### config.mk
export PLATFORM = sky130hd
export DESIGN_NAME = periph_top
export DESIGN_NICKNAME = d
export VERILOG_FILES = /design/src/hdl/apb_bus_pkg.sv /design/src/hdl/periph_pkg.sv /design/src/hdl/periph_if.sv /design/src/hdl/apb_periph_regs.sv /design/src/hdl/mtimer.sv /design/src/hdl/tx_fifo.sv /design/src/hdl/uart_tx_serial.sv /design/src/hdl/periph_top.sv
export VERILOG_INCLUDE_DIRS = /design/src /design/src/hdl
export SDC_FILE = /design/constraint.sdc
export NUM_CORES = 1
export LEC_CHECK = 0
export BUFFER_PORTS_ARGS = -buffer_cell sky130_fd_sc_hd__buf_2
export CAP_MARGIN = 20
export CORE_AREA = 2 2 227 229
export CTS_BUF_LIST = sky130_fd_sc_hd__clkbuf_8
export CTS_CLUSTER_SIZE = 28
export DETAILED_ROUTE_END_ITERATION = 8
export DIE_AREA = 0 0 229 231
export GPL_ROUTABILITY_DRIVEN = 0
export PLACE_DENSITY = 0.48
export SLEW_MARGIN = 20
export SYNTH_ARGS = -nofsm -noshare
export SYNTH_HDL_FRONTEND = slang
export SYNTH_SLANG_ARGS = --single-unit
### constraint.sdc
create_clock -name clk -period 3.18 [get_ports clk]
set_input_delay 0.318 -clock clk [delete_from_list [all_inputs] [get_ports clk]]
set_output_delay 0.318 -clock clk [all_outputs]
set_load 0.02 [all_outputs]
### src/hdl/periph_consts.svh
/* peripheral block constants
   timebase, uart bit rate, fifo depth and register map */
`ifndef PERIPH_CONSTS_SVH
`define PERIPH_CONSTS_SVH

// ------------------------------
// timing

// clock cycles per microsecond
`define CLK_MHZ 4

// clock cycles per uart bit
`define UART_CLKDIV 8

// transmit fifo entries
`define TX_FIFO_DEPTH 4

// ------------------------------
// address map

// 1 selects uart, 0 selects timer
`define REGION_BIT 14

// uart region
`define UART_TXDATA_OFS 'h00
`define UART_STATUS_OFS 'h04

// timer region, 0x04 left unmapped
`define TMR_CTRL_OFS     'h00
`define TMR_MTIME_LO_OFS 'h08
`define TMR_MTIME_HI_OFS 'h0c
`define TMR_CMP_LO_OFS   'h10
`define TMR_CMP_HI_OFS   'h14

`endif

### src/hdl/apb_bus_pkg.sv
/* apb slave bus types
   address and data word of the peripheral port */
package apb_bus_pkg;

	// byte address inside the peripheral block
	typedef logic [15:0] paddr_t;

	// read and write data word
	typedef logic [31:0] pdata_t;

endpackage

### src/hdl/periph_pkg.sv
/* peripheral types
   uart character, fifo occupancy, timer count and register/state enums */
package periph_pkg;

	`include "periph_consts.svh"

	// one uart character
	typedef logic [7:0] tx_byte_t;

	// occupancy, must hold the depth itself
	typedef logic [$clog2(`TX_FIFO_DEPTH + 1)-1:0] fifo_level_t;

	// mtime and mtimecmp
	typedef logic [63:0] mtime_t;

	// timer registers as seen on the timer bus
	typedef enum logic [2:0] {
		tmr_ctrl,
		tmr_mtime_lo,
		tmr_mtime_hi,
		tmr_cmp_lo,
		tmr_cmp_hi
	} tmr_reg_e;

	// serializer frame phases
	typedef enum logic [1:0] {
		st_idle,
		st_start,
		st_data,
		st_stop
	} tx_state_e;

endpackage

### src/hdl/periph_if.sv
/* internal buses of the peripheral block
   transmit push bus and timer register bus */
`timescale 1ns/1ps

// ------------------------------
// register block to transmit fifo

interface tx_push_if;
	import periph_pkg::*;

	// one cycle strobe, only while not full
	logic        push;
	tx_byte_t    data;
	logic        full;
	fifo_level_t level;

	modport producer (
		output push,
		output data,
		input  full,
		input  level
	);

	modport fifo (
		input  push,
		input  data,
		output full,
		output level
	);
endinterface

// ------------------------------
// register block to machine timer

interface tmr_bus_if;
	import apb_bus_pkg::*;
	import periph_pkg::*;

	// write lands at the edge closing the strobe
	logic     wr;
	tmr_reg_e sel;
	pdata_t   wdata;
	// combinational, follows sel
	pdata_t   rdata;

	modport master (
		output wr,
		output sel,
		output wdata,
		input  rdata
	);

	modport timer (
		input  wr,
		input  sel,
		input  wdata,
		output rdata
	);
endinterface

### src/hdl/apb_periph_regs.sv
/* apb slave register block
   splits the port into uart and timer regions, pushes tx bytes, forwards timer access */
`timescale 1ns/1ps

`include "periph_consts.svh"

module apb_periph_regs (
	input  logic                clk,
	input  logic                rst_n,
	input  logic                i_psel,
	input  logic                i_penable,
	input  logic                i_pwrite,
	input  apb_bus_pkg::paddr_t i_paddr,
	input  apb_bus_pkg::pdata_t i_pwdata,
	output apb_bus_pkg::pdata_t o_prdata,
	output logic                o_pready,
	output logic                o_pslverr,
	input  logic                i_tx_busy,
	tx_push_if.producer         txp,
	tmr_bus_if.master           tmr
);
	import apb_bus_pkg::*;
	import periph_pkg::*;

	logic                   access;
	logic                   upper_zero;
	logic                   uart_region;
	logic [`REGION_BIT-1:0] ofs;
	logic                   tmr_hit;
	pdata_t                 status_word;

	// second apb phase, no wait states
	assign access      = i_psel && i_penable;
	assign o_pready    = 1'b1;
	// bits above the region select must be zero
	assign upper_zero  = ~|i_paddr[$bits(paddr_t)-1:`REGION_BIT+1];
	assign uart_region = i_paddr[`REGION_BIT];
	assign ofs         = i_paddr[`REGION_BIT-1:0];

	// status: busy, level, full from lsb up
	assign status_word = pdata_t'({i_tx_busy, txp.level, txp.full});

	assign txp.data  = i_pwdata[7:0];
	assign tmr.wdata = i_pwdata;

	// timer offset to register select
	always_comb begin
		tmr_hit = 1'b1;
		tmr.sel = tmr_ctrl;
		case (ofs)
			`TMR_CTRL_OFS:     tmr.sel = tmr_ctrl;
			`TMR_MTIME_LO_OFS: tmr.sel = tmr_mtime_lo;
			`TMR_MTIME_HI_OFS: tmr.sel = tmr_mtime_hi;
			`TMR_CMP_LO_OFS:   tmr.sel = tmr_cmp_lo;
			`TMR_CMP_HI_OFS:   tmr.sel = tmr_cmp_hi;
			default:           tmr_hit = 1'b0;
		endcase
	end

	// ------------------------------
	// access cycle decode

	always_comb begin
		o_prdata  = '0;
		o_pslverr = 1'b0;
		txp.push  = 1'b0;
		tmr.wr    = 1'b0;
		if (access) begin
			if (!upper_zero) begin
				o_pslverr = 1'b1;
			end else if (uart_region) begin
				case (ofs)
					`UART_TXDATA_OFS: begin
						// byte dropped when the fifo is full
						if (i_pwrite) begin
							if (txp.full)
								o_pslverr = 1'b1;
							else
								txp.push = 1'b1;
						end
					end
					`UART_STATUS_OFS: begin
						// read only
						if (i_pwrite)
							o_pslverr = 1'b1;
						else
							o_prdata = status_word;
					end
					default: o_pslverr = 1'b1;
				endcase
			end else if (!tmr_hit) begin
				o_pslverr = 1'b1;
			end else if (i_pwrite) begin
				tmr.wr = 1'b1;
			end else begin
				o_prdata = tmr.rdata;
			end
		end
	end

	// full comes back from the fifo in the same cycle
	a_no_push_when_full: assert property (
		@(posedge clk) disable iff (!rst_n) !(txp.push && txp.full)
	);

endmodule

### src/hdl/mtimer.sv
/* machine timer
   microsecond timebase, 64-bit mtime and mtimecmp, level interrupt */
`timescale 1ns/1ps

`include "periph_consts.svh"

module mtimer (
	input  logic     clk,
	input  logic     rst_n,
	input  logic     i_dbg_halt,
	tmr_bus_if.timer tmr,
	output logic     o_timer_irq
);
	import periph_pkg::*;

	logic [$clog2(`CLK_MHZ)-1:0] tick_ctr;
	logic                        tick;
	logic                        enable;
	mtime_t                      mtime;
	mtime_t                      mtimecmp;

	// tick once per microsecond, free running
	always_ff @(posedge clk or negedge rst_n) begin
		if (!rst_n)
			tick_ctr <= '0;
		else if (tick)
			tick_ctr <= $bits(tick_ctr)'(`CLK_MHZ - 1);
		else
			tick_ctr <= tick_ctr - 1'b1;
	end

	assign tick = (tick_ctr == '0);

	// ------------------------------
	// registers

	always_ff @(posedge clk or negedge rst_n) begin
		if (!rst_n) begin
			enable   <= 1'b0;
			mtime    <= '0;
			mtimecmp <= '1;
		end else begin
			if (tmr.wr && tmr.sel == tmr_ctrl)
				enable <= tmr.wdata[0];
			if (tmr.wr && tmr.sel == tmr_cmp_lo)
				mtimecmp[31:0] <= tmr.wdata;
			if (tmr.wr && tmr.sel == tmr_cmp_hi)
				mtimecmp[63:32] <= tmr.wdata;
			// a write to either half wins over the count
			if (tmr.wr && tmr.sel == tmr_mtime_lo)
				mtime[31:0] <= tmr.wdata;
			else if (tmr.wr && tmr.sel == tmr_mtime_hi)
				mtime[63:32] <= tmr.wdata;
			else if (tick && enable && !i_dbg_halt)
				mtime <= mtime + 64'd1;
		end
	end

	// compare registered, one cycle late
	always_ff @(posedge clk or negedge rst_n) begin
		if (!rst_n)
			o_timer_irq <= 1'b0;
		else
			o_timer_irq <= (mtime >= mtimecmp);
	end

	always_comb begin
		case (tmr.sel)
			tmr_ctrl:     tmr.rdata = {31'd0, enable};
			tmr_mtime_lo: tmr.rdata = mtime[31:0];
			tmr_mtime_hi: tmr.rdata = mtime[63:32];
			tmr_cmp_lo:   tmr.rdata = mtimecmp[31:0];
			tmr_cmp_hi:   tmr.rdata = mtimecmp[63:32];
			default:      tmr.rdata = '0;
		endcase
	end

	a_mtime_stable: assert property (
		@(posedge clk) disable iff (!rst_n) !(tick || tmr.wr) |=> $stable(mtime)
	);

endmodule

### src/hdl/tx_fifo.sv
/* transmit byte fifo
   circular buffer with read/write pointers and level count */
`timescale 1ns/1ps

`include "periph_consts.svh"

module tx_fifo (
	input  logic                clk,
	input  logic                rst_n,
	tx_push_if.fifo             txp,
	output logic                o_valid,
	output periph_pkg::tx_byte_t o_data,
	input  logic                i_pop
);
	import periph_pkg::*;

	tx_byte_t                          mem [`TX_FIFO_DEPTH];
	logic [$clog2(`TX_FIFO_DEPTH)-1:0] wr_ptr;
	logic [$clog2(`TX_FIFO_DEPTH)-1:0] rd_ptr;
	fifo_level_t                       level;

	// storage, written at the push edge
	always_ff @(posedge clk) begin
		if (txp.push)
			mem[wr_ptr] <= txp.data;
	end

	// ------------------------------
	// pointers and level

	always_ff @(posedge clk or negedge rst_n) begin
		if (!rst_n) begin
			wr_ptr <= '0;
			rd_ptr <= '0;
			level  <= '0;
		end else begin
			if (txp.push)
				wr_ptr <= (wr_ptr == `TX_FIFO_DEPTH - 1) ? '0 : wr_ptr + 1'b1;
			if (i_pop)
				rd_ptr <= (rd_ptr == `TX_FIFO_DEPTH - 1) ? '0 : rd_ptr + 1'b1;
			// push and pop together leave the level
			if (txp.push && !i_pop)
				level <= level + 1'b1;
			else if (i_pop && !txp.push)
				level <= level - 1'b1;
		end
	end

	assign txp.level = level;
	assign txp.full  = (level == `TX_FIFO_DEPTH);
	assign o_valid   = (level != '0);
	// head byte
	assign o_data    = mem[rd_ptr];

	a_push_not_full: assert property (
		@(posedge clk) disable iff (!rst_n) txp.push |-> !txp.full
	);

	a_pop_not_empty: assert property (
		@(posedge clk) disable iff (!rst_n) i_pop |-> o_valid
	);

endmodule

### src/hdl/uart_tx_serial.sv
/* uart transmit serializer
   pops fifo bytes and shifts them out as 8n1 frames */
`timescale 1ns/1ps

`include "periph_consts.svh"

module uart_tx_serial (
	input  logic                 clk,
	input  logic                 rst_n,
	input  logic                 i_valid,
	input  periph_pkg::tx_byte_t i_data,
	output logic                 o_pop,
	output logic                 o_busy,
	output logic                 o_uart_tx
);
	import periph_pkg::*;

	tx_state_e                       state;
	logic [$clog2(`UART_CLKDIV)-1:0] div_ctr;
	logic                            bit_end;
	logic [2:0]                      bit_idx;
	tx_byte_t                        shreg;
	logic                            line;

	// last cycle of the current bit
	assign bit_end = (div_ctr == $bits(div_ctr)'(`UART_CLKDIV - 1));

	// take a byte from idle or straight after a stop bit
	assign o_pop     = i_valid && ((state == st_idle) || (state == st_stop && bit_end));
	assign o_busy    = (state != st_idle);
	assign o_uart_tx = line;

	// ------------------------------
	// frame sequencing

	always_ff @(posedge clk or negedge rst_n) begin
		if (!rst_n) begin
			state   <= st_idle;
			div_ctr <= '0;
			bit_idx <= '0;
			line    <= 1'b1;
		end else begin
			if (state == st_idle || bit_end)
				div_ctr <= '0;
			else
				div_ctr <= div_ctr + 1'b1;
			if (o_pop) begin
				// start bit begins with the pop
				state <= st_start;
				line  <= 1'b0;
			end else begin
				case (state)
					st_idle: state <= st_idle;
					st_start: begin
						if (bit_end) begin
							state   <= st_data;
							bit_idx <= '0;
							line    <= shreg[0];
						end
					end
					st_data: begin
						if (bit_end) begin
							if (bit_idx == 3'd7) begin
								state <= st_stop;
								line  <= 1'b1;
							end else begin
								bit_idx <= bit_idx + 1'b1;
								line    <= shreg[1];
							end
						end
					end
					st_stop: begin
						if (bit_end)
							state <= st_idle;
					end
					default: state <= st_idle;
				endcase
			end
		end
	end

	// lsb first
	always_ff @(posedge clk) begin
		if (o_pop)
			shreg <= i_data;
		else if (state == st_data && bit_end)
			shreg <= shreg >> 1;
	end

	a_idle_line_high: assert property (
		@(posedge clk) disable iff (!rst_n) (state == st_idle) |-> o_uart_tx
	);

endmodule

### src/hdl/periph_top.sv
/* apb peripheral block top
   register block, machine timer, tx fifo and uart serializer */
`timescale 1ns/1ps

module periph_top (
	input  logic                clk,
	input  logic                rst_n,
	input  logic                i_psel,
	input  logic                i_penable,
	input  logic                i_pwrite,
	input  apb_bus_pkg::paddr_t i_paddr,
	input  apb_bus_pkg::pdata_t i_pwdata,
	input  logic                i_dbg_halt,
	output apb_bus_pkg::pdata_t o_prdata,
	output logic                o_pready,
	output logic                o_pslverr,
	output logic                o_uart_tx,
	output logic                o_timer_irq
);
	import periph_pkg::*;

	// fifo head to serializer
	logic     fifo_valid;
	tx_byte_t fifo_data;
	logic     fifo_pop;
	logic     tx_busy;

	tx_push_if txp ();
	tmr_bus_if tmr ();

	// ------------------------------
	// producer and timer sibling

	apb_periph_regs u_regs (
		.clk       (clk),
		.rst_n     (rst_n),
		.i_psel    (i_psel),
		.i_penable (i_penable),
		.i_pwrite  (i_pwrite),
		.i_paddr   (i_paddr),
		.i_pwdata  (i_pwdata),
		.o_prdata  (o_prdata),
		.o_pready  (o_pready),
		.o_pslverr (o_pslverr),
		.i_tx_busy (tx_busy),
		.txp       (txp.producer),
		.tmr       (tmr.master)
	);

	mtimer u_mtimer (
		.clk         (clk),
		.rst_n       (rst_n),
		.i_dbg_halt  (i_dbg_halt),
		.tmr         (tmr.timer),
		.o_timer_irq (o_timer_irq)
	);

	// ------------------------------
	// buffer and consumer

	tx_fifo u_tx_fifo (
		.clk     (clk),
		.rst_n   (rst_n),
		.txp     (txp.fifo),
		.o_valid (fifo_valid),
		.o_data  (fifo_data),
		.i_pop   (fifo_pop)
	);

	uart_tx_serial u_uart_tx (
		.clk       (clk),
		.rst_n     (rst_n),
		.i_valid   (fifo_valid),
		.i_data    (fifo_data),
		.o_pop     (fifo_pop),
		.o_busy    (tx_busy),
		.o_uart_tx (o_uart_tx)
	);

endmodule

Word-level counts from Yosys, hierarchy flattened

Memories as Yosys holds them, arrays and structs flattened.
Cells that the tools add are included.
W data, S select, Z words.

Register bits after elaboration: 156
Memory bits (writable): 32
Word-level logic and storage cells: 145
Memories: 1

$add $sub $neg: 8
Magnitude comparators: 1
Equality and inequality tests: 25
Mux-type cells: 57
Bitwise operators: 2
Reduce and logical (&&, ||, !) cells: 36

Memory list:

| name          | words | bits a word | read ports | clocked after Yosys merged registers in | wr ports | line          | text |
|---|---|---|---|---|---|---|---|
| u_tx_fifo.mem | 4     | 8           | 1          | 0                                       | 1        | tx_fifo.sv:17 | `` tx_byte_t mem [`TX_FIFO_DEPTH]; `` |

Operators by type and width:

| operator                | number |
|---|---|
| $mux W32                | 9 |
| $pmux W32 S5            | 1 |
| $add A64 B1 Y64 const B | 1 |
| $ge A64 B64 Y1          | 1 |
| $mux W64                | 1 |
| $eq A14 B4 Y1 const B   | 2 |
| $eq A14 B5 Y1 const B   | 2 |
| $mux W1                 | 24 |
| $mux W3                 | 6 |
| $mux W2                 | 8 |
| $mux W8                 | 2 |
| $eq A14 B3 Y1 const B   | 1 |
| $logic_not A14 Y1       | 1 |
| $logic_and A1 B1 Y1     | 13 |
| $eq A3 B3 Y1 const B    | 4 |
| $ne A3 B2 Y1 const B    | 4 |
| $pmux W3 S4             | 1 |
| $reduce_bool A2 Y1      | 6 |
| $add A3 B1 Y3 const B   | 3 |
| $eq A2 B2 Y1 const B    | 4 |
| $pmux W2 S4             | 1 |
| $eq A3 B2 Y1 const B    | 2 |
| $ne A2 B1 Y1 const B    | 3 |
| $pmux W3 S2             | 1 |
| 19 further kinds        | 28 |

Logic depth before layout (Yosys ltp)

Gate-level depths: netlist (run 1).

Depth in word-level cells: 11
Gate-level depth with buffers: 13

Cells and area by module

A second synthesis (run 1) with hierarchy kept.

Cells, all modules: 1318
Area, all modules: 12205.5 um2

By module, submodules not included:

| module          | times used | cells an instance | area an instance (um2) | seq. area each (um2) |
|---|---|---|---|---|
| mtimer          | 1          | 1050              | 8887.3                 | 3383.2 |
| tx_fifo         | 1          | 79                | 1569.0                 | 1136.1 |
| uart_tx_serial  | 1          | 70                | 922.1                  | 466.7 |
| apb_periph_regs | 1          | 119               | 827.0                  | 0.0 |

Least setup slack after synthesis (run 1)

OpenSTA, ideal clock, no wires.

Path kind: input to register
Start: input i_paddr[7]
End: register u_tx_fifo.level[2] (netlist: u_tx_fifo.txp.level[2])
Arrival: 3.258 ns
Required time: 3.101 ns
Path slack: -0.158 ns
Stages on the path: 11
Cells stage by stage: or4_4 or3_1 buf_2 or3_4 a2111oi_4 ha_1 inv_1 fa_1 xor2_1 nor2_1 xor2_1

Cells in the longest elaborated chain, start to end: 8
Elaborated cells between the ends (all ways): 10

RTL lines:

| what                         | line                  | text |
|---|---|---|
| start: declaration           | periph_top.sv:11      | `input apb_bus_pkg::paddr_t i_paddr,` |
| $logic_not A14 Y1 *          | apb_periph_regs.sv:72 | `case (ofs)` |
| $mux W1 *                    | apb_periph_regs.sv:72 |  |
| $mux W1 *                    | apb_periph_regs.sv:71 | `end else if (uart_region) begin` |
| $mux W1 *                    | apb_periph_regs.sv:69 | `if (!upper_zero) begin` |
| $mux W1 *                    | apb_periph_regs.sv:68 | `if (access) begin` |
| via txp.push                 | periph_if.sv:12       | `logic push;` |
| $logic_not A1 Y1             | tx_fifo.sv:44         | `else if (i_pop && !txp.push)` |
| $logic_and A1 B1 Y1          | tx_fifo.sv:44         |  |
| $reduce_bool A2 Y1 (no line) | --                    |  |
| end signal: assignment       | tx_fifo.sv:43         | `level <= level + 1'b1;` |
| end signal: assignment       | tx_fifo.sv:45         | `level <= level - 1'b1;` |
| end: declaration             | tx_fifo.sv:20         | `fifo_level_t level;` |

Mark *: on every way through the listed nets, which the timed path passes. The rest lies on a longest branch.
A chain may end at the register's enable or synchronous reset.

Worst setup path in the final report (run 1)

Start: input i_paddr[7]
End: output o_prdata[16]

Cells in the longest elaborated chain, start to end: 9
Elaborated cells between the ends (all ways): 19

RTL lines:

| what                                                  | line                  | text |
|---|---|---|
| $eq A14 B5 Y1 / $eq A14 B4 Y1 (equally long branches) | apb_periph_regs.sv:50 | `case (ofs)` |
| $pmux W3 S4                                           | apb_periph_regs.sv:50 |  |
| $eq A3 B3 Y1, or another cell as far along            | mtimer.sv:68          | `case (tmr.sel)` |
| $pmux W32 S5                                          | mtimer.sv:68          |  |
| $mux W32                                              | apb_periph_regs.sv:93 | `end else if (i_pwrite) begin` |
| $mux W32 *                                            | apb_periph_regs.sv:91 | `end else if (!tmr_hit) begin` |
| $mux W32 *                                            | apb_periph_regs.sv:71 |  |
| $mux W32 *                                            | apb_periph_regs.sv:69 |  |
| $mux W32 *                                            | apb_periph_regs.sv:68 |  |
| end: declaration                                      | periph_top.sv:14      | `output apb_bus_pkg::pdata_t o_prdata,` |

Every way passes the cells marked *; elsewhere a longest branch is shown, timed or not.

==> flow_summary.json, run 1 <==
{
  "status": "finished clean",
  "fin_area_um2": 13700,
  "cts_inserted_buffers": 17,
  "tritoncts": "built",
  "cp-endpoint": "o_prdata[16]",
  "antenna_found_initial": 1,
  "p_leak_nw": 5.27,
  "rsz0062_at_grt": "no",
  "num_vias": 9426,
  "drt_wl_total_um": 36300,
  "syn_nets": 1295,
  "dieWidth_um": 229,
  "max_clock_freq_ghz": 0.323,
  "post-route-drc-count": 0,
  "core_area_um2": 50700,
  "layout.cells.non_filler": 1973,
  "grt_max_degree": 76,
  "hold_path.class": "input pin to register",
  "drt-wirelength-per-cell_um": 18.4,
  "num_io_pins": 90,
  "dp_cells": 1937,
  "clock_latency_ns": 0.51,
  "path_class": "input pin to primary output",
  "antenna_cells": 0,
  "startpoint_type": "input pin",
  "grt.total_usage_pct": 13.8,
  "placed_area_um2": 13200,
  "netlist_instances": 1159,
  "nets": 1416,
  "ant_nets": 0,
  "drt_iter0_drc": 675,
  "min_period_ns": 3.09,
  "grt_pass1_vias": 9467,
  "root_buffer": "clkbuf_8",
  "ys.warnings.count": 0,
  "vias_per_cell": 4.78,
  "r2r_start": "u_mtimer.mtimecmp[33]",
  "setup_violations": 0,
  "fin_skew_ns": 0.0210,
  "ys_seq_area_share_pct": 43.3,
  "timing.final.ws_setup_ns": 0.0858,
  "synth_flop_cell": "dfrtp_1",
  "io_buffers": 88,
  "slew_violations": 0,
  "clkSlewWorstSetupHoldPaths_ns": 0.12,
  "syn_area_um2": 11500,
  "end_kind": "primary output",
  "place_ws_ns": -0.0746,
  "rows": 83,
  "overflow": 0,
  "synth_area_per_cell_um2": 9.93,
  "area_growth_pct": 19.0,
  "min_period_over_period_pct": 97.3,
  "drtPass1Iterations": 9,
  "hpwl_um": 27100,
  "reg2reg_to": "u_mtimer.o_timer_irq",
  "maxCapViolations": 0,
  "ir_worst_vdd_mv": 0.243,
  "yosysUniqueCellTypes": 70,
  "ff2ff_path_depth": 9,
  "slew_headroom_pct": 38.5,
  "dieArea_um2": 52900,
  "start_util_pct": 22.7,
  "worst_pin_slew_ns": 0.923,
  "layout_common_cells": "nand2_1, inv_1, buf_2, dfrtp_1, ha_1",
  "p_per_area_nw_per_um2": 325,
  "clk_path_buf_depth": 2,
  "die_h_um": 231,
  "grt_pass1_wl_um": 56800,
  "htreeDepth": 4,
  "crit_fanout": 16,
  "synth-edff-count": 40,
  "drive_gt1_share_pct": 27.1,
  "cts_num_sinks": 188,
  "finalHoldViolations": 0,
  "critPathRequiredTime_ns": 2.86,
  "ys_ff_latch": 188,
  "reg2reg_slack_ns": 0.15,
  "cp-startpoint": "i_paddr[7]",
  "async_flop_share_pct": 78.7,
  "arrival_ns": 2.78,
  "final_common_cell": "nand2_1"
}
-- per-layer routing --
layer	GRT usage, %	up-vias	routed length [um]
met4	2.27	2	359
met2	23.3	194	17500
li1	-	4508	-
met5	0	-	13
met3	2.95	22	1640
met1	18.4	4700	16800
-- flip-flops by register name (all words and copies together) (netlist names) --
signal and cells:
u_uart_tx.state 2, u_uart_tx.o_uart_tx 1, u_uart_tx.div_ctr 3, u_mtimer.mtimecmp 64, u_uart_tx.bit_idx 3, u_mtimer.o_timer_irq 1, u_mtimer.mtime 64, u_tx_fifo.txp.level 3
u_tx_fifo.mem 32, u_tx_fifo.wr_ptr 2, u_uart_tx.shreg 8, u_mtimer.tick_ctr 2, u_tx_fifo.rd_ptr 2, u_mtimer.enable 1
-- timing repair --
action | CTS | global route
endpoints found under the hold margin | 25 | 0
resized for setup | 1 | 5
buffers inserted | 0 | 3
endpoints found under the setup margin | 1 | 2
hold buffers | 1 | 0
pin swaps | 0 | 2
-- power by group --
| part | leakage [nW] | internal, W | switching [W] |
|---|---|---|---|
| Sequential | 2.07 | 0.00248 | 0.0000235 |
| Clock | 0.208 | 0.000665 | 0.00104 |
| Combinational | 2.99 | 0.0000843 | 0.000160 |
| Total | 5.27 | 0.00323 | 0.00123 |
-- worst max-delay path: stages --
cell,delay [ns]
buf_2,0.09
or4_4,0.53
buf_4,0.17
or4_4,0.55
nor2_4,0.16
buf_4,0.13
buf_4,0.22
a222oi_1,0.14
a21oi_1,0.23
buf_2,0.21
-- kinds of logic after synthesis --
| family | count (synthesis) | share of synthesized area (%) |
|---|---|---|
| AOI/OAI and AO/OA | 234 | 13.8 |
| xor gates and xnor gates | 50 | 3.80 |
| adders and majority gates | 82 | 8.98 |
| buffers and inverters | 143 | 4.88 |
| DFF | 188 | 43.3 |
| muxes | 77 | 8.29 |
| other | 1 | 0.0326 |
| and+or+nand+nor | 384 | 16.9 |
-- how the worst min path moves through the flow --
stage,slack [ns],cells past startpoint,startpoint,end
final,0.06,3,i_pwdata[31],u_mtimer.mtime[31]
after CTS,0.03,3,i_pwdata[11],u_mtimer.mtime[11]
after global placement,0.23,1,rst_n,u_tx_fifo.rd_ptr[0]
after global routing,0.03,3,i_pwdata[31],u_mtimer.mtime[31]
after floorplan,0.02,0,rst_n,u_mtimer.enable
after detailed placement,0.22,1,rst_n,u_tx_fifo.rd_ptr[0]
-- layout make-up --
| type | count | area [um2] |
|---|---|---|
| Fill cell | 5491 | 37000 |
| Clock buffer | 17 | 234 |
| Multi-Input combinational cell | 828 | 6010 |
| Clock inverter | 15 | 169 |
| Timing Repair Buffer | 159 | 1130 |
| Tap cell | 680 | 851 |
| Sequential cell | 188 | 4990 |
| Inverter | 86 | 323 |
-- cell usage after synthesis, drive strengths merged (17+ instances only) --
cell type	instances	area share (%)
inv	86	2.8
nand3	33	1.4
nand4	32	1.7
clkbuf	37	1.2
dfstp	65	15
ha	81	8.8
nor2	38	1.2
nor4	22	1.7
a21oi	56	2.4
xnor2	26	2.0
o21ai	71	3.1
dfrtp	83	18
nor3	22	0.96
and3	17	0.92
xor2	24	1.8
a222oi	28	2.4
edfxtp	40	10
mux2	67	6.6
buf	20	0.87
nand2	163	5.3
-- stage by stage --
step | utilization, % | hold WS, ns | setup TNS [ns] | power (W)
after global placement | 26.1 | 0.228 | -0.0741 | 0.00279
after floorplan | - | 0.0224 | -0.189 | 0.00263
after detailed placement | 26.1 | 0.222 | -0.0897 | 0.00279
final | 27.0 | 0.0624 | 0 | 0.00445
after CTS | 26.9 | 0.0293 | 0 | 0.00451
after global routing | 27.0 | 0.0339 | 0 | 0.00464
(Power assumes the default switching activity.)
==> inputs of run 2 (changes only) <==
Settings changed: RECOVER_POWER from default to 50.
==> flow_summary.json, run 2 (synthesis results as in run 1) <==
{
  "status": "finished with violations",
  "violations": "max-capacitance violations, max-slew violations",
  "drtPass1Iterations": 6,
  "seqPwrFrac_pct": 56.3,
  "cp_num_buf_inv": 5,
  "cp-endpoint": "o_prdata[16]",
  "rows": 83,
  "cts_inserted_buffers": 17,
  "p_per_area_nw_per_um2": 325,
  "finalHoldViolations": 0,
  "path_class": "input pin to primary output",
  "vias_per_cell": 4.76,
  "cp_cell_sequence": "buf_2 > or4_4 > buf_4 > or4_4 > nor2_4 > buf_4 > buf_4 > a222oi_1 > a21oi_1 > buf_2",
  "cp-startpoint": "i_paddr[7]",
  "fin_util_pct": 27.0,
  "ff2ff_path_depth": 9,
  "drive_gt1_share_pct": 25.8,
  "ant_nets": 0,
  "drt_iter0_drc": 742,
  "final_common_cell": "nand2_1",
  "htreeDepth": 4,
  "io_buffers": 88,
  "register_area_um2": 4990,
  "antenna_found_initial": 1,
  "dieWidth_um": 229,
  "critPathRequiredTime_ns": 2.86,
  "cts_num_sinks": 188,
  "fin_skew_ns": 0.0207,
  "tns_ns": 0,
  "layout.cells.non_filler": 1973,
  "grt.total_usage_pct": 13.8,
  "dp_cells": 1937,
  "num_io_pins": 90,
  "timing.final.ws_setup_ns": 0.0779,
  "fin_area_um2": 13700,
  "critPathMostFrequentCell": "buf_4",
  "startpoint_type": "input pin",
  "reg2reg_slack_ns": 0.13,
  "r2r_start": "u_mtimer.mtimecmp[33]",
  "rsz0062_at_grt": "no",
  "clock_latency_ns": 0.51,
  "hpwl_um": 27100,
  "p_leak_nw": 5.23,
  "critPathSlowestCell": "or4_4",
  "internal_power_w": 0.00322,
  "slew_violations": 27,
  "tritoncts": "built",
  "grt_pass1_vias": 9467,
  "multiInputGateArea_um2": 6000,
  "start_util_pct": 22.7,
  "post-route-drc-count": 0,
  "switchingPower_w": 0.00122,
  "hold_path.class": "input pin to register",
  "crit_fanout": 16,
  "reg2reg_to": "u_mtimer.o_timer_irq",
  "grt_max_degree": 76,
  "cpLargestDelayFamily": "simple AND/OR/NAND/NOR gates",
  "min_period_over_period_pct": 97.6,
  "grt_pass1_wl_um": 56800,
  "layout_common_cells": "nand2_1, inv_1, dfrtp_1, ha_1, buf_2",
  "reg_top3": "u_mtimer.mtime: 64 flops, u_mtimer.mtimecmp: 64 flops, u_tx_fifo.mem: 32 flops",
  "worst-path-stages": 10,
  "root_buffer": "clkbuf_8",
  "worst_pin_slew_ns": 1.83,
  "clk_path_buf_depth": 2,
  "die_h_um": 231,
  "max_stage_delay_ns": 0.55,
  "arrival_ns": 2.78,
  "ir_worst_vdd_mv": 0.244,
  "dieArea_um2": 52900,
  "drt-wirelength-per-cell_um": 18.3,
  "antenna_cells": 0,
  "max_clock_freq_ghz": 0.322,
  "placed_area_um2": 13200,
  "core_area_um2": 50700,
  "setup_violations": 0,
  "num_vias": 9397,
  "nets": 1416,
  "clock_power_share_pct": 38.3,
  "drt_wl_total_um": 36200,
  "combPwrFrac_pct": 5.4,
  "area_growth_pct": 18.6,
  "fill_cells": 5502,
  "clkSlewWorstSetupHoldPaths_ns": 0.12,
  "maxCapViolations": 1,
  "min_period_ns": 3.10,
  "end_kind": "primary output",
  "overflow": 0,
  "slew_headroom_pct": -21.7,
  "place_ws_ns": -0.0746,
  "swShare_pct": 27.4
}
## run 2: cell types whose count changed in the layout (fill, tap and decap cells not counted), sizes merged
cell	previous run	this run
buf	158	142
clkbuf	17	33
## run 2: worst min path at each step
| stage | start | endpoint | slack (ns) | depth (start not counted) |
|---|---|---|---|---|
| after floorplan | rst_n | u_mtimer.enable | 0.02 | 0 |
| after global placement | rst_n | u_tx_fifo.rd_ptr[0] | 0.23 | 1 |
| after detailed placement | rst_n | u_tx_fifo.rd_ptr[0] | 0.22 | 1 |
| after CTS | i_pwdata[11] | u_mtimer.mtime[11] | 0.03 | 3 |
| after global routing | i_pwdata[31] | u_mtimer.mtime[31] | 0.03 | 3 |
| final | i_pwdata[31] | u_mtimer.mtime[31] | 0.06 | 3 |
## run 2: power by group through the flow
stage	clock network [W]	registers, W	logic (W)
global placement	0	0.00255	0.000246
detailed placement	0	0.00255	0.000248
finish	0.00170	0.00250	0.000242
CTS	0.00176	0.00250	0.000250
global route	0.00186	0.00250	0.000272
floorplan	0	0.00254	0.0000901
## run 2: metrics by stage
step | hold slack (ns) | power (W)
floorplan | 0.0224 | 0.00263
global placement | 0.228 | 0.00279
detailed placement | 0.222 | 0.00279
CTS | 0.0293 | 0.00451
global route | 0.0339 | 0.00463
finish | 0.0619 | 0.00444
## run 2: final cells by class
type	count	share of cell area (%)
multi-input cells	828	44.0
well taps	680	6.23
clock inverters	15	1.24
repair buffers	159	7.99
clock buffers	17	1.71
inverters	86	2.36
flip-flops and latches	188	36.5
## run 2: repair_timing
| action | 4_1_cts | 5_1_grt |
|---|---|---|
| endpoints found under the hold margin | 25 | 0 |
| pin swaps | 0 | 2 |
| hold buffers | 1 | 0 |
| resized for setup | 1 | 5 |
| endpoints found under the setup margin | 1 | 2 |
| setup buffers | 0 | 3 |
## run 2: metal layers
layer  wire, um  track usage, %  vias up
met5         13               0        -
met4        360            2.27        2
li1           -               -     4500
met2      17500            23.3      191
met3       1590            2.95       21
met1      16800            18.4     4683
## run 2: worst register-to-register path, delay by kind of cell, from the launching register on
family	cells	cell delay, ns
flops	1	0.56
fa+ha+maj	1	0.32
buf+inv	2	0.26
compound gates	6	1.80
==> inputs of run 3 (changes only) <==
Settings changed: CAP_MARGIN 20 to 10, RECOVER_POWER 50 to 100.
==> flow_summary.json, run 3 (synthesis results as in run 1) <==
{
  "status": "finished with violations",
  "violations": "max-capacitance violations, max-slew violations",
  "clkSlewWorstSetupHoldPaths_ns": 0.12,
  "grt_pass1_wl_um": 56800,
  "num_vias": 9399,
  "rows": 83,
  "cp_num_buf_inv": 6,
  "maxCapViolations": 1,
  "start_util_pct": 22.7,
  "p_leak_nw": 5.14,
  "p_per_area_nw_per_um2": 327,
  "reg_top3": "u_mtimer.mtime: 64 flops, u_mtimer.mtimecmp: 64 flops, u_tx_fifo.mem: 32 flops",
  "ant_nets": 0,
  "timing.final.ws_setup_ns": 0.0482,
  "min_period_ns": 3.13,
  "nets": 1416,
  "arrival_ns": 2.81,
  "slew_violations": 27,
  "hold_path.class": "input pin to register",
  "grt.total_usage_pct": 13.8,
  "cts_inserted_buffers": 17,
  "rsz0062_at_grt": "no",
  "final_common_cell": "nand2_1",
  "worst_pin_slew_ns": 1.82,
  "setup_violations": 0,
  "dieArea_um2": 52900,
  "max_clock_freq_ghz": 0.319,
  "post-route-drc-count": 0,
  "vias_per_cell": 4.76,
  "place_ws_ns": -0.0746,
  "cpLargestDelayFamily": "simple AND/OR/NAND/NOR gates",
  "critPathRequiredTime_ns": 2.86,
  "min_period_over_period_pct": 98.5,
  "clock_latency_ns": 0.51,
  "cts_num_sinks": 188,
  "drt_wl_total_um": 36300,
  "layout_common_cells": "nand2_1, inv_1, dfrtp_1, ha_1, o21ai_0",
  "end_kind": "primary output",
  "antenna_cells": 0,
  "num_io_pins": 90,
  "drt-wirelength-per-cell_um": 18.4,
  "dieWidth_um": 229,
  "finalHoldViolations": 0,
  "core_area_um2": 50700,
  "htreeDepth": 4,
  "tritoncts": "built",
  "drive_gt1_share_pct": 24.9,
  "tns_ns": 0,
  "grt_pass1_vias": 9467,
  "crit_fanout": 4,
  "slew_headroom_pct": -21.5,
  "root_buffer": "clkbuf_8",
  "startpoint_type": "input pin",
  "drt_iter0_drc": 757,
  "cp_cell_sequence": "buf_2 > or4_4 > buf_4 > or4_4 > nor2_4 > buf_6 > buf_4 > a221oi_1 > a221oi_1 > clkbuf_1 > buf_2",
  "path_class": "input pin to primary output",
  "area_growth_pct": 18.2,
  "clk_path_buf_depth": 2,
  "overflow": 0,
  "whs_ns": 0.0596,
  "die_h_um": 231,
  "hpwl_um": 27100,
  "antenna_found_initial": 1,
  "max_stage_delay_ns": 0.55,
  "critPathSlowestCell": "or4_4",
  "fin_skew_ns": 0.0214,
  "grt_max_degree": 76,
  "ir_worst_vdd_mv": 0.245,
  "io_buffers": 88,
  "drtPass1Iterations": 6
}
==> run 3: changes by cell type in the layout (fill, tap and decap cells not counted) <==
| cell | previous run | this run |
|---|---|---|
| and2_0 | 1 | 6 |
| and2_1 | 10 | 5 |
| buf_2 | 76 | 53 |
| buf_4 | 54 | 46 |
| clkbuf_1 | 15 | 26 |
| clkbuf_2 | 0 | 18 |
| clkbuf_4 | 1 | 3 |
| nor4_1 | 17 | 18 |
| nor4_4 | 3 | 2 |
==> run 3: layout make-up <==
cell class	instances	area, um2
clock buffers	17	234
clock inverters	15	169
inverters	86	323
fillers	5505	37100
repair buffers	159	1060
well taps	680	851
flip-flops and latches	188	4990
multi-input cells	828	5990
==> run 3: path summary, 6_finish.rpt <==
path                                       start                    to  slack (ns)  depth (start not counted)
setup / recovery                      i_paddr[7]           o_prdata[4]        0.05                         11
min in group asynchronous                  rst_n  u_uart_tx.bit_idx[2]        0.84                          2
hold reg to reg             u_uart_tx.div_ctr[0]  u_uart_tx.div_ctr[0]        0.45                          1
setup reg to reg           u_mtimer.mtimecmp[33]  u_mtimer.o_timer_irq        0.16                          9
hold / removal                      i_pwdata[31]    u_mtimer.mtime[31]        0.06                          3
max in group asynchronous                  rst_n    u_mtimer.mtime[18]        0.68                          3
==> run 3: repair_timing <==
item / 4_1_cts / 5_1_grt
buffers inserted: 0 / 3
setup endpoints to repair: 1 / 2
cloned: 0 / 0
resized for setup: 1 / 5
pin swaps: 0 / 2
endpoints found under the hold margin: 25 / 0
hold buffers: 1 / 0
==> run 3: through the flow <==
step	util [%]	cell area [um2]	std cells	total power (W)
after detailed placement	26.1	13200	1937	0.00279
after global routing	26.9	13600	1973	0.00463
final	26.9	13600	1973	0.00445
after floorplan	-	11500	1159	0.00263
after CTS	26.9	13600	1970	0.00451
after global placement	26.1	13200	1937	0.00279
==> run 3: worst register-to-register path: stages, from the launching register on <==
cell and delay (ns):
dfstp_2 0.56, inv_1 0.04, ha_1 0.32, a211oi_1 0.27, o21ai_0 0.15, a311oi_1 0.46, o211ai_1 0.21, a2111oi_1 0.60
buf_4 0.21, o211ai_1 0.08
==> run 3: where the power goes <==
part	switching, W	leakage (nW)	total [W]	internal, W
clock network	0.00104	0.208	0.00170	0.000665
logic	0.000160	2.86	0.000241	0.0000816
registers	0.0000232	2.07	0.00250	0.00248
==> run 3: routing by layer <==
metal / wire (um) / share of wire [%] / GRT usage (%) / up-vias
met5: 13 / 0.036 / 0 / -
met4: 367 / 1.0 / 2.27 / 2
met3: 1510 / 4.2 / 2.95 / 23
met2: 17500 / 48 / 23.3 / 189
met1: 16900 / 47 / 18.4 / 4683
li1: - / - / - / 4502
